--- src/common/glove_display_cfg.svh ---
`ifndef GLOVE_DISPLAY_CFG_SVH
`define GLOVE_DISPLAY_CFG_SVH

// converter clock toggles after ADC_DIV_TERMINAL + 1 cycles
`define ADC_DIV_TERMINAL 16

// z-axis catch thresholds
`define CATCH_Z_LIMIT 8'h47
`define CATCH_Z_REST 8'h40

// display clock level toggles after DISP_DIV_TERMINAL + 1 cycles
`define DISP_DIV_TERMINAL 26

// startup hold of the display logic
`define DISP_RESET_CYCLES 100

// display register geometry
`define DOT_REG_BITS 640
`define CTRL_REG_BITS 32
`define CHAR_DOTS 40
`define NUM_CHARS 16

// brightness and peak current setting for all four banks
`define CTRL_REG_INIT 32'h7F7F7F7F

`endif
--- src/common/glove_display_pkg.sv ---
`default_nettype none

package glove_display_pkg;

   ////////////////////////////////////////////////////////////
   // glove sensor data
   ////////////////////////////////////////////////////////////

   // one accelerometer axis sample
   typedef logic [7:0] sensor_byte_t;

   ////////////////////////////////////////////////////////////
   // dot-matrix display data
   ////////////////////////////////////////////////////////////

   // sixteen hex digits, digit 15 in the top nibble
   typedef logic [63:0] hex_word_t;

   // five columns of eight dots, msb goes out first
   typedef logic [39:0] glyph_t;

   // digit position on the display
   typedef logic [3:0] char_index_t;

   // dot counter, wide enough for the full 640-dot clear
   typedef logic [9:0] dot_index_t;

   // sequencer phases
   typedef enum logic [2:0]
   {
      RESET_DISP,
      END_RESET,
      CLEAR_DOTS,
      LATCH_CLEAR,
      LOAD_CONTROL,
      LATCH_DATA,
      LOAD_DIGITS
   } disp_state_t;

endpackage

`default_nettype wire

--- src/hw/glove_display_top.sv ---
`timescale 1ns/1ps
`default_nettype none

module glove_display_top
(
   input  logic       clock_27mhz,
   input  logic       reset,
   input  logic [7:0] z_data,
   input  logic       open_index,
   input  logic       open_ring,
   output logic       adc_clock,
   output logic       can_catch,
   output logic       disp_blank,
   output logic       disp_clock,
   output logic       disp_rs,
   output logic       disp_ce_b,
   output logic       disp_reset_b,
   output logic       disp_data_out
);

   glove_display_pkg::hex_word_t disp_word;
   glove_display_pkg::char_index_t char_index;
   glove_display_pkg::dot_index_t dot_index;
   logic step;
   logic hold;
   logic glyph_dot;

   // display never blanked
   assign disp_blank = 1'b0;

   ////////////////////////////////////////////////////////////
   // glove side
   ////////////////////////////////////////////////////////////

   glove_frontend frontend_i
   (
      .clock_27mhz (clock_27mhz),
      .reset       (reset),
      .z_data      (z_data),
      .open_index  (open_index),
      .open_ring   (open_ring),
      .adc_clock   (adc_clock),
      .can_catch   (can_catch),
      .disp_word   (disp_word)
   );

   ////////////////////////////////////////////////////////////
   // display side
   ////////////////////////////////////////////////////////////

   disp_clock_gen clock_gen_i
   (
      .clock_27mhz (clock_27mhz),
      .reset       (reset),
      .disp_clock  (disp_clock),
      .step        (step),
      .hold        (hold)
   );

   disp_sequencer sequencer_i
   (
      .clock_27mhz   (clock_27mhz),
      .reset         (reset),
      .step          (step),
      .hold          (hold),
      .glyph_dot     (glyph_dot),
      .char_index    (char_index),
      .dot_index     (dot_index),
      .disp_rs       (disp_rs),
      .disp_ce_b     (disp_ce_b),
      .disp_reset_b  (disp_reset_b),
      .disp_data_out (disp_data_out)
   );

   disp_char_font font_i
   (
      .disp_word  (disp_word),
      .char_index (char_index),
      .dot_index  (dot_index),
      .glyph_dot  (glyph_dot)
   );

endmodule

`default_nettype wire

--- src/display/disp_char_font.sv ---
`timescale 1ns/1ps
`default_nettype none

`include "glove_display_cfg.svh"

module disp_char_font
(
   input  glove_display_pkg::hex_word_t   disp_word,
   input  glove_display_pkg::char_index_t char_index,
   input  glove_display_pkg::dot_index_t  dot_index,
   output logic                           glyph_dot
);

   logic [3:0] nibble;
   glove_display_pkg::glyph_t glyph;

   ////////////////////////////////////////////////////////////
   // 5x8 hex font, one byte per column
   ////////////////////////////////////////////////////////////

   function automatic glove_display_pkg::glyph_t glyph_of(input logic [3:0] digit);
      glove_display_pkg::glyph_t g;
      case (digit)
         4'h0: g = 40'h3E_51_49_45_3E;
         4'h1: g = 40'h00_42_7F_40_00;
         4'h2: g = 40'h62_51_49_49_46;
         4'h3: g = 40'h22_41_49_49_36;
         4'h4: g = 40'h18_14_12_7F_10;
         4'h5: g = 40'h27_45_45_45_39;
         4'h6: g = 40'h3C_4A_49_49_30;
         4'h7: g = 40'h01_71_09_05_03;
         4'h8: g = 40'h36_49_49_49_36;
         4'h9: g = 40'h06_49_49_29_1E;
         4'hA: g = 40'h7E_09_09_09_7E;
         4'hB: g = 40'h7F_49_49_49_36;
         4'hC: g = 40'h3E_41_41_41_22;
         4'hD: g = 40'h7F_41_41_41_3E;
         4'hE: g = 40'h7F_49_49_49_41;
         default: g = 40'h7F_09_09_09_01;
      endcase
      return g;
   endfunction

   // digit 15 sits in the top nibble
   assign nibble = disp_word[{char_index, 2'b00} +: 4];

   assign glyph = glyph_of(nibble);

   // dot counter runs past one glyph during the clear phase
   assign glyph_dot = (dot_index < 10'(`CHAR_DOTS)) ? glyph[dot_index[5:0]] : 1'b0;

endmodule

`default_nettype wire

--- src/display/disp_sequencer.sv ---
`timescale 1ns/1ps
`default_nettype none

`include "glove_display_cfg.svh"

module disp_sequencer
(
   input  logic                           clock_27mhz,
   input  logic                           reset,
   input  logic                           step,
   input  logic                           hold,
   input  logic                           glyph_dot,
   output glove_display_pkg::char_index_t char_index,
   output glove_display_pkg::dot_index_t  dot_index,
   output logic                           disp_rs,
   output logic                           disp_ce_b,
   output logic                           disp_reset_b,
   output logic                           disp_data_out
);

   glove_display_pkg::disp_state_t state;
   logic [`CTRL_REG_BITS-1:0] ctrl_shift;

   ////////////////////////////////////////////////////////////
   // display control FSM
   ////////////////////////////////////////////////////////////

   always_ff @(posedge clock_27mhz)
   begin
      if (reset || hold)
      begin
         state <= glove_display_pkg::RESET_DISP;
         char_index <= 4'(`NUM_CHARS - 1);
         dot_index <= '0;
         ctrl_shift <= `CTRL_REG_INIT;
         disp_rs <= 1'b0;
         disp_ce_b <= 1'b1;
         disp_reset_b <= 1'b0;
         disp_data_out <= 1'b0;
      end
      else if (step)
      begin
         case (state)
            glove_display_pkg::RESET_DISP:
            begin
               // one step with the display held in reset
               disp_data_out <= 1'b0;
               disp_rs <= 1'b0;
               disp_ce_b <= 1'b1;
               disp_reset_b <= 1'b0;
               dot_index <= '0;
               state <= glove_display_pkg::END_RESET;
            end
            glove_display_pkg::END_RESET:
            begin
               disp_reset_b <= 1'b1;
               state <= glove_display_pkg::CLEAR_DOTS;
            end
            glove_display_pkg::CLEAR_DOTS:
            begin
               // zero every dot of the dot register
               disp_ce_b <= 1'b0;
               disp_data_out <= 1'b0;
               if (dot_index == 10'(`DOT_REG_BITS - 1))
                  state <= glove_display_pkg::LATCH_CLEAR;
               else
                  dot_index <= dot_index + 10'd1;
            end
            glove_display_pkg::LATCH_CLEAR:
            begin
               // control register next
               disp_ce_b <= 1'b1;
               disp_rs <= 1'b1;
               dot_index <= 10'(`CTRL_REG_BITS - 1);
               state <= glove_display_pkg::LOAD_CONTROL;
            end
            glove_display_pkg::LOAD_CONTROL:
            begin
               disp_ce_b <= 1'b0;
               disp_data_out <= ctrl_shift[`CTRL_REG_BITS-1];
               ctrl_shift <= {ctrl_shift[`CTRL_REG_BITS-2:0], 1'b0};
               if (dot_index == 10'd0)
                  state <= glove_display_pkg::LATCH_DATA;
               else
                  dot_index <= dot_index - 10'd1;
            end
            glove_display_pkg::LATCH_DATA:
            begin
               // latch and restart from the leftmost digit
               disp_ce_b <= 1'b1;
               disp_rs <= 1'b0;
               dot_index <= 10'(`CHAR_DOTS - 1);
               char_index <= 4'(`NUM_CHARS - 1);
               state <= glove_display_pkg::LOAD_DIGITS;
            end
            glove_display_pkg::LOAD_DIGITS:
            begin
               disp_ce_b <= 1'b0;
               disp_data_out <= glyph_dot;
               if (dot_index != 10'd0)
                  dot_index <= dot_index - 10'd1;
               else if (char_index == 4'd0)
                  state <= glove_display_pkg::LATCH_DATA;
               else
               begin
                  char_index <= char_index - 4'd1;
                  dot_index <= 10'(`CHAR_DOTS - 1);
               end
            end
            default:
               state <= glove_display_pkg::RESET_DISP;
         endcase
      end
   end

   // chip enable stays off while the display is in reset
   a_ce_in_reset: assert property (@(posedge clock_27mhz) disable iff (reset)
      !disp_reset_b |-> disp_ce_b);

   a_dot_range: assert property (@(posedge clock_27mhz) disable iff (reset)
      dot_index <= 10'(`DOT_REG_BITS - 1));

endmodule

`default_nettype wire

--- src/display/disp_clock_gen.sv ---
`timescale 1ns/1ps
`default_nettype none

`include "glove_display_cfg.svh"

module disp_clock_gen
(
   input  logic clock_27mhz,
   input  logic reset,
   output logic disp_clock,
   output logic step,
   output logic hold
);

   logic [4:0] div_count;
   logic div_level;
   logic [6:0] hold_count;

   ////////////////////////////////////////////////////////////
   // display clock divider
   ////////////////////////////////////////////////////////////

   always_ff @(posedge clock_27mhz)
   begin
      if (reset)
      begin
         div_count <= '0;
         div_level <= 1'b0;
      end
      else if (div_count == 5'(`DISP_DIV_TERMINAL))
      begin
         div_count <= '0;
         div_level <= ~div_level;
      end
      else
         div_count <= div_count + 5'd1;
   end

   // sequencer moves on the same edge the level goes high
   assign step = (div_count == 5'(`DISP_DIV_TERMINAL)) && !div_level;

   // display samples on the opposite edge
   assign disp_clock = ~div_level;

   // startup hold
   always_ff @(posedge clock_27mhz)
   begin
      if (reset)
         hold_count <= 7'(`DISP_RESET_CYCLES);
      else if (hold_count != 7'd0)
         hold_count <= hold_count - 7'd1;
   end

   assign hold = (hold_count != 7'd0);

   a_step_single: assert property (@(posedge clock_27mhz) disable iff (reset)
      step |=> !step);

endmodule

`default_nettype wire

--- src/hw/glove_frontend.sv ---
`timescale 1ns/1ps
`default_nettype none

`include "glove_display_cfg.svh"

module glove_frontend
(
   input  logic                            clock_27mhz,
   input  logic                            reset,
   input  glove_display_pkg::sensor_byte_t z_data,
   input  logic                            open_index,
   input  logic                            open_ring,
   output logic                            adc_clock,
   output logic                            can_catch,
   output glove_display_pkg::hex_word_t    disp_word
);

   logic [4:0] adc_count;
   logic catch_next;
   logic hand_open;
   glove_display_pkg::sensor_byte_t z_q;
   logic open_q;

   ////////////////////////////////////////////////////////////
   // converter clock divider
   ////////////////////////////////////////////////////////////

   always_ff @(posedge clock_27mhz)
   begin
      if (reset)
      begin
         adc_count <= '0;
         adc_clock <= 1'b0;
      end
      else if (adc_count == 5'(`ADC_DIV_TERMINAL))
      begin
         adc_count <= '0;
         adc_clock <= ~adc_clock;
      end
      else
         adc_count <= adc_count + 5'd1;
   end

   ////////////////////////////////////////////////////////////
   // catch decision and display word
   ////////////////////////////////////////////////////////////

   // hand counts as open only with both fingers open
   assign hand_open = open_index & open_ring;

   // glove held steady, resting or above the limit
   assign catch_next = (z_data > `CATCH_Z_LIMIT) || (z_data == 8'h00) ||
                       (z_data == `CATCH_Z_REST);

   always_ff @(posedge clock_27mhz)
   begin
      if (reset)
         can_catch <= 1'b1;
      else
         can_catch <= catch_next;
   end

   always_ff @(posedge clock_27mhz)
   begin
      z_q <= z_data;
      open_q <= hand_open;
   end

   // catch flag on the leftmost digit, open flag and z on the right
   assign disp_word = {3'b000, can_catch, 51'd0, open_q, z_q};

   a_adc_toggle: assert property (@(posedge clock_27mhz) disable iff (reset)
      $changed(adc_clock) |-> $past(reset) || ($past(adc_count) == 5'(`ADC_DIV_TERMINAL)));

endmodule

`default_nettype wire

--- config.mk ---
export PLATFORM = sky130hd
export DESIGN_NAME = glove_display_top
export DESIGN_NICKNAME = d
export VERILOG_FILES = /design/src/common/glove_display_pkg.sv /design/src/hw/glove_display_top.sv /design/src/display/disp_char_font.sv /design/src/display/disp_sequencer.sv /design/src/display/disp_clock_gen.sv /design/src/hw/glove_frontend.sv
export VERILOG_INCLUDE_DIRS = /design/src /design/src/common
export SDC_FILE = /design/constraint.sdc
export NUM_CORES = 1
export LEC_CHECK = 0
export BUFFER_PORTS_ARGS = -buffer_cell sky130_fd_sc_hd__buf_4
export CORE_MARGIN = 1.5
export CORE_UTILIZATION = 45
export CTS_CLUSTER_SIZE = 25
export DETAILED_ROUTE_END_ITERATION = 7
export PLACE_DENSITY = 0.62
export SETUP_SLACK_MARGIN = 0.15
export SKIP_CTS_REPAIR_TIMING = 1
export SLEW_MARGIN = 10
export SYNTH_ARGS = -nofsm -noshare
export SYNTH_HDL_FRONTEND = slang
export SYNTH_HIERARCHICAL = 1
export SYNTH_SLANG_ARGS = --single-unit
--- constraint.sdc ---
create_clock -name clock_27mhz -period 3.45 [get_ports clock_27mhz]
set_input_delay 0.5175 -clock clock_27mhz [delete_from_list [all_inputs] [get_ports clock_27mhz]]
set_output_delay 0.5175 -clock clock_27mhz [all_outputs]
set_load 0.02 [all_outputs]
* After elaboration in Yosys (flattened, before gate mapping) *
Memory sizes are Yosys's and may differ from the RTL's.
Cells that the tools add are included.
Widths: inputs -> output; s select.

word-level totals
  register bits = 82
  input bits = 12
  logic and storage cells = 99
  memories = 1
  bits in read-only memories = 560
  output and inout bits = 8

memories
  name             depth  bits a word  rd ports  clocked after memory_dff  write ports  RTL line              source
  (no name shown)  16     35           1         0                         0            disp_char_font.sv:23  case (digit)

operators by class
  bitwise operators = 3
  shift operators = 1
  $add $sub $neg = 6
  magnitude comparators = 3
  reduce and logical (&&, ||, !) cells = 31
  multiplexer cells = 20
  equal/unequal tests = 18

operators by type and width
  operator               number
  $shiftx 64x7->4        1
  $pmux 10 s6            1
  $mux 10                4
  $pmux 3 s7             1
  $mux 3                 4
  $add 10x1->10 const B  1
  $add 5x1->5 const B    2
  $eq 10x10->1 const B   1
  $eq 5x5->1 const B     2
  $logic_not 10->1       1
  $lt 10x6->1 const B    1
  $reduce_and 2->1       5
  $reduce_and 5->1       2
  $reduce_bool 10->1     1
  $sub 10x1->10 const B  1
  $eq 3x3->1 const B     3
  $eq 8x7->1 const B     1
  $gt 8x7->1 const B     1
  $logic_not 8->1        1
  $mux 4                 2
  $ne 2x2->1 const B     4
  $pmux 4 s2             1
  $reduce_bool 2->1      4
  $reduce_or 2->1        4
  other kinds (23)       33

* Longest topological paths before layout *
An unclocked memory read counts as a cell.

  depth in word-level cells = 6
  depth in mapped cells = 18
  gate-level depth less buffers = 15

* Modules after synthesis *
The synthesis kept the hierarchy.

modules (own cells, without submodules)
  module             area an instance (um^2)  cells each  sequential area each (um^2)  instances
  disp_sequencer     2,703.8                  353         1,061.0                      1
  disp_char_font     1,508.9                  194         0.0                          1
  glove_frontend     924.6                    99          320.3                        1
  disp_clock_gen     581.8                    63          260.2                        1
  glove_display_top  11.3                     2           0.0                          1

* Worst setup path before layout *
No wires, ideal clock.

  kind = flip-flop to flip-flop
  start = register sequencer_i.char_index[0]
  end = register sequencer_i.disp_data_out
  setup slack = 0.051 ns
  clock period less this slack = 3.399 ns
  cell stages (with the launch flop) = 16
  required time = 3.379 ns
  library setup time = 0.071 ns
  path buffers = 2
  arrival time = 3.329 ns
  cells stage by stage = dfxtp_1 buf_6 buf_6 mux4_2 nand2_1 and4_4 ha_1 nor2_1 o211a_1 nor4_2 o21ai_1 a2111o_1 a21oi_1 mux2i_1 or3_1 a21oi_1

on the way
  word-level cells in the longest chain between the ends = 6

ends and longest elaborated chain
  what                          RTL line                 source
  from (decl)                   disp_sequencer.sv:13     output glove_display_pkg::char_index_t char_index,
  from (signal assigned)        disp_sequencer.sv:33     char_index <= 4'(`NUM_CHARS - 1);
  from (signal assigned)        disp_sequencer.sv:93     char_index <= 4'(`NUM_CHARS - 1);
  from (signal assigned)        disp_sequencer.sv:106    char_index <= char_index - 4'd1;
  $shiftx 64x7->4               disp_char_font.sv:45     assign nibble = disp_word[{char_index, 2'b00} +: 4];
  $mem_v2 16x35                 n/a
  $bmux 1 s6                    disp_char_font.sv:50     assign glyph_dot = (dot_index < 10'(`CHAR_DOTS)) ? glyph[dot_index[5:0]] : 1'b0;
  $mux 1 (implied by the code)  disp_char_font.sv:50
  $mux 1                        disp_char_font.sv:50
  via glyph_dot                 glove_display_top.sv:26  logic glyph_dot;
  $pmux 1 s3                    disp_sequencer.sv:43     case (state)
  to (signal assigned)          disp_sequencer.sv:80     disp_data_out <= ctrl_shift[`CTRL_REG_BITS-1];
  to (signal assigned)          disp_sequencer.sv:99     disp_data_out <= glyph_dot;
  to (decl)                     disp_sequencer.sv:18     output logic disp_data_out

The timed path passes the listed nets, and every way through them passes these cells. The select of a mux whose other input is x is not followed.
A chain may end at the register's enable or synchronous reset.

* Final worst setup path *
Ends and elaborated chain as after synthesis.

==> qor.csv <==
stage;metric;value;unit
yosys;register bit total from synthesis;82;
final_layout;layout cells sized above 1;0.185;
floorplanning;# IOs;20;
global_routing;first-pass GRT wire length;22600;um
clock_network;CTS sink cnt;82;
sta;Final setup viols;0;
drt;Vias/cell;5.72;
pwr;Clock power frac;0.450;
placement;Placement Setup Slack;-0.0347;ns
sta;Layout Skew;0.00908;ns
final_layout;Final Net Count;753;
placement;post-detail-place hpwl;9470;um
yosys;Avg Cell Area, Syn;8.06;um2
min_path;Hold Crit Depth;1;
worst_setup_path;CP Data Arrival Time;3.61;ns
drt;Routed wire per std cell;15.4;um
yosys;Top FF cell, synth;dfxtp_1;
worst_setup_path;CP peak stage delay;0.52;ns
yosys;EDFF count, synth;0;
yosys;sequential area share after synthesis;0.286;
worst_setup_path;startpoint types;register;
pwr;Max IR drop VDD;0.320;mV
floorplanning;Initial Utilization;0.458;
global_routing;GR Util All Layers;0.208;
clock_network;clk slew on worst S/H paths;0.06;ns
drt;routed wire length;13900;um
drt;DRT iter0 DRCs;443;
yosys;area leader, netlist;dfxtp_1;
sta;FMAX;299;MHz
yosys;Synth warnings;6;
sta;RSZ-0062 raised after global routing;yes;
floorplanning;Core Area;0.0125;mm2
sta;final worst setup slack;0.107;ns
clock_network;cts bufs inserted;9;
final_layout;Final Non-Filler Cells;900;
worst_setup_path;crit path launch;sequencer_i/char_index[0];
pwr;Pint;1630;uW
worst_setup_path;RR Endpoint;sequencer_i/disp_data_out;
pwr;P_sw;531;uW
worst_setup_path;Cell Chain, Critical Path;mux4_2 > a22oi_2 > and3_4 > buf_4 > ha_2 > a21oi_1 > o221a_2 > a2111oi_2 > o32ai_2 > a21oi_2 > mux2i_1 > or3_1 > a21oi_2;
worst_setup_path;crit path max fanout;6;
final_layout;final instance area;0.00631;mm2
worst_setup_path;CP required;3.72;ns
pwr;Total Power;2160;uW
worst_setup_path;Setup CP Type;reg -> reg;
final_layout;Ant. Diodes;0;
min_path;HP Class;in -> reg;
yosys;Synth async-reset ratio;0;
pwr;sw frac;0.246;
drt;DR DRC count;0;
clock_network;Clock Latency Late Sink;0.34;ns
sta;Pins Over Slew Limit;0;
worst_setup_path;r2r setup slk;0.11;ns
pwr;Power Density;342;mW/mm2
worst_setup_path;R2R depth;13;
final_layout;Fillers;1257;
floorplanning;Die Ht;116;um
global_routing;antenna violations before repair;0;
sta;Worst Tran Pin Value;1.00;ns
outcome;status;complete, no violations;
floorplanning;Die X;116;um
worst_setup_path;Crit. End Element;register;
worst_setup_path;critical path depth in cells;13;
clock_network;H-tree depth;3;
worst_setup_path;Critical Path Sink;sequencer_i/disp_data_out;
final_layout;Area Overhead vs Synth;10.2;%
drt;Final ANT Viol Nets;0;
yosys;post-synth top area share;0.286;
worst_setup_path;r2r startpoint;sequencer_i/char_index[0];
global_routing;vias in the first global route;4808;
worst_setup_path;cell mode on critical path;a21oi_2;
clock_network;TritonCTS clock tree;yes;
worst_setup_path;crit path buf inv count;1;
yosys;Synth Cell Area;0.00573;mm2
floorplanning;# rows;41;
yosys;post-synthesis cell count;711;
placement;area post-placement;0.00587;mm2
clock_network;clk buf depth;2;
floorplanning;die area;0.0134;mm2
global_routing;largest net degree at the start of global routing;33;
run;Max-Cap Viols;0;
sta;Final min period;3.34;ns
final_layout;multi-input logic area;0.00364;mm2
worst_setup_path;Worst path top cell family by delay;compound AO/OA/AOI/OAI gates;
yosys;Yosys cell types;85;
pwr;Sequential Power Share;0.457;
placement;Placed Cells incl. Taps;881;
drt;first-pass detailed-route iteration total;6;
placement;port bufs;18;
drt;Via Count;5151;
sta;Setup TNS;0;ns
pwr;Gate power share;0.093;
worst_setup_path;Crit-path slowest cell;mux4_2;
clock_network;Root Buffer;clkbuf_16;
global_routing;gr ovfl total;0;
yosys;synth top area cells;dfxtp_1 29%, buf_4 8.0%, nand2_1 6.9%;
sta;max_slew headroom;0.332;
pwr;Lkg Pwr;0.00248;uW
placement;placer congestion estimate;0.923;
sta;Fin. Hold Viols;0;
sta;crit share post-route;0.969;
final_layout;FF/Latch Area;0.00164;mm2
## how the worst min path moves through the flow
stage                              start                         to  slack [ns]
2_1_floorplan  sequencer_i/ctrl_shift[0]  sequencer_i/ctrl_shift[0]        0.42
3_3_place_gp   sequencer_i/ctrl_shift[0]  sequencer_i/ctrl_shift[0]        0.43
3_5_place_dp   sequencer_i/ctrl_shift[0]  sequencer_i/ctrl_shift[0]        0.43
4_1_cts                        z_data[7]          frontend_i/z_q[7]        0.29
5_1_grt                        z_data[2]          frontend_i/z_q[2]        0.29
6_report                       z_data[5]          frontend_i/z_q[5]        0.30
## layout make-up
class                           instances  area share
Clock buffer                            9      0.0357
Clock inverter                          7      0.0123
Inverter                               29      0.0176
Multi-Input combinational cell        551       0.577
Sequential cell                        82       0.260
Tap cell                              172      0.0341
Timing Repair Buffer                   50      0.0634
## routing by layer
| layer | part of all wire | GRT usage | up-vias |
|---|---|---|---|
| li1 | - | - | 2485 |
| met1 | 0.44 | 0.276 | 2454 |
| met2 | 0.49 | 0.341 | 185 |
| met3 | 0.056 | 0.0298 | 27 |
| met4 | 0.018 | 0.0837 | 0 |
| met5 | 0 | 0 | - |
## cells in the mapped netlist, types with 8 or more instances
cell	instances
clkbuf_1	21
nand2_1	105
nand3_1	53
a211oi_1	9
buf_4	61
buf_2	11
inv_1	25
o22ai_1	9
xnor2_1	9
nor3_1	15
dfxtp_1	82
a21oi_1	36
o21ai_0	14
nand2b_1	9
mux4_2	10
mux2_2	8
nor2_1	37
a31oi_1	9
ha_1	18
## through the flow
stage / hold slack, ns / util
6_report: 0.296 / 0.504
5_1_grt: 0.289 / 0.504
4_1_cts: 0.285 / 0.493
3_5_place_dp: 0.433 / 0.469
3_3_place_gp: 0.431 / 0.469
2_1_floorplan: 0.423 / -
## cell usage in the layout (no fill, tap or decap), types with 4 or more instances in the layout
cell type | netlist | final
a2111o_1 | 4 | 4
a211oi_1 | 9 | 8
a21oi_1 | 36 | 33
a21oi_2 | 1 | 4
a311oi_1 | 5 | 5
a31oi_1 | 9 | 9
buf_4 | 61 | 48
clkbuf_16 | 0 | 9
conb_1 | 2 | 55
dfxtp_1 | 82 | 81
ha_1 | 18 | 13
inv_1 | 25 | 24
mux2_2 | 8 | 8
mux2i_1 | 4 | 4
mux4_2 | 10 | 10
nand2_1 | 105 | 104
nand2b_1 | 9 | 9
nand3_1 | 53 | 53
nand4_1 | 4 | 4
nor2_1 | 37 | 36
nor2_2 | 3 | 4
nor2b_1 | 6 | 6
nor3_1 | 15 | 13
nor3b_1 | 5 | 5
nor4_1 | 7 | 7
o211ai_1 | 5 | 5
o21ai_0 | 14 | 13
o21ai_1 | 6 | 7
o22ai_1 | 9 | 8
o31ai_1 | 6 | 6
or3_1 | 7 | 7
or4_1 | 5 | 4
xnor2_1 | 9 | 9
xor2_1 | 5 | 5
## power by group through the flow
stage / Clock, uW / Sequential (uW) / Combinational [uW]
finish: 973 / 988 / 200
global route: 1040 / 990 / 219
CTS: 1000 / 988 / 180
detailed placement: 0 / 1010 / 179
global placement: 0 / 1010 / 176
floorplan: 0 / 1000 / 175
## state kept, by name, summed over array words and instances, names as in the netlist
register,cells
clock_gen_i/div_count,5
clock_gen_i/div_level,1
clock_gen_i/hold_count,7
frontend_i/adc_clock,1
frontend_i/adc_count,5
frontend_i/can_catch,1
frontend_i/open_q,1
frontend_i/z_q,8
sequencer_i/char_index,4
sequencer_i/ctrl_shift,32
sequencer_i/disp_ce_b,1
sequencer_i/disp_data_out,1
sequencer_i/disp_reset_b,1
sequencer_i/disp_rs,1
sequencer_i/dot_index,10
sequencer_i/state,3
## logic make-up (layout without fill, tap and decap cells)
kind of cell	after synthesis	after routing	share of synthesized area
other cells	2	55	0.00131
flops	82	82	0.286
xor+xnor	14	14	0.0214
simple gates	285	285	0.249
compound gates	153	153	0.191
fa+ha+maj	18	18	0.0393
mux	26	26	0.0751
buf+inv	131	95	0.136
(Power assumes the default switching activity.)
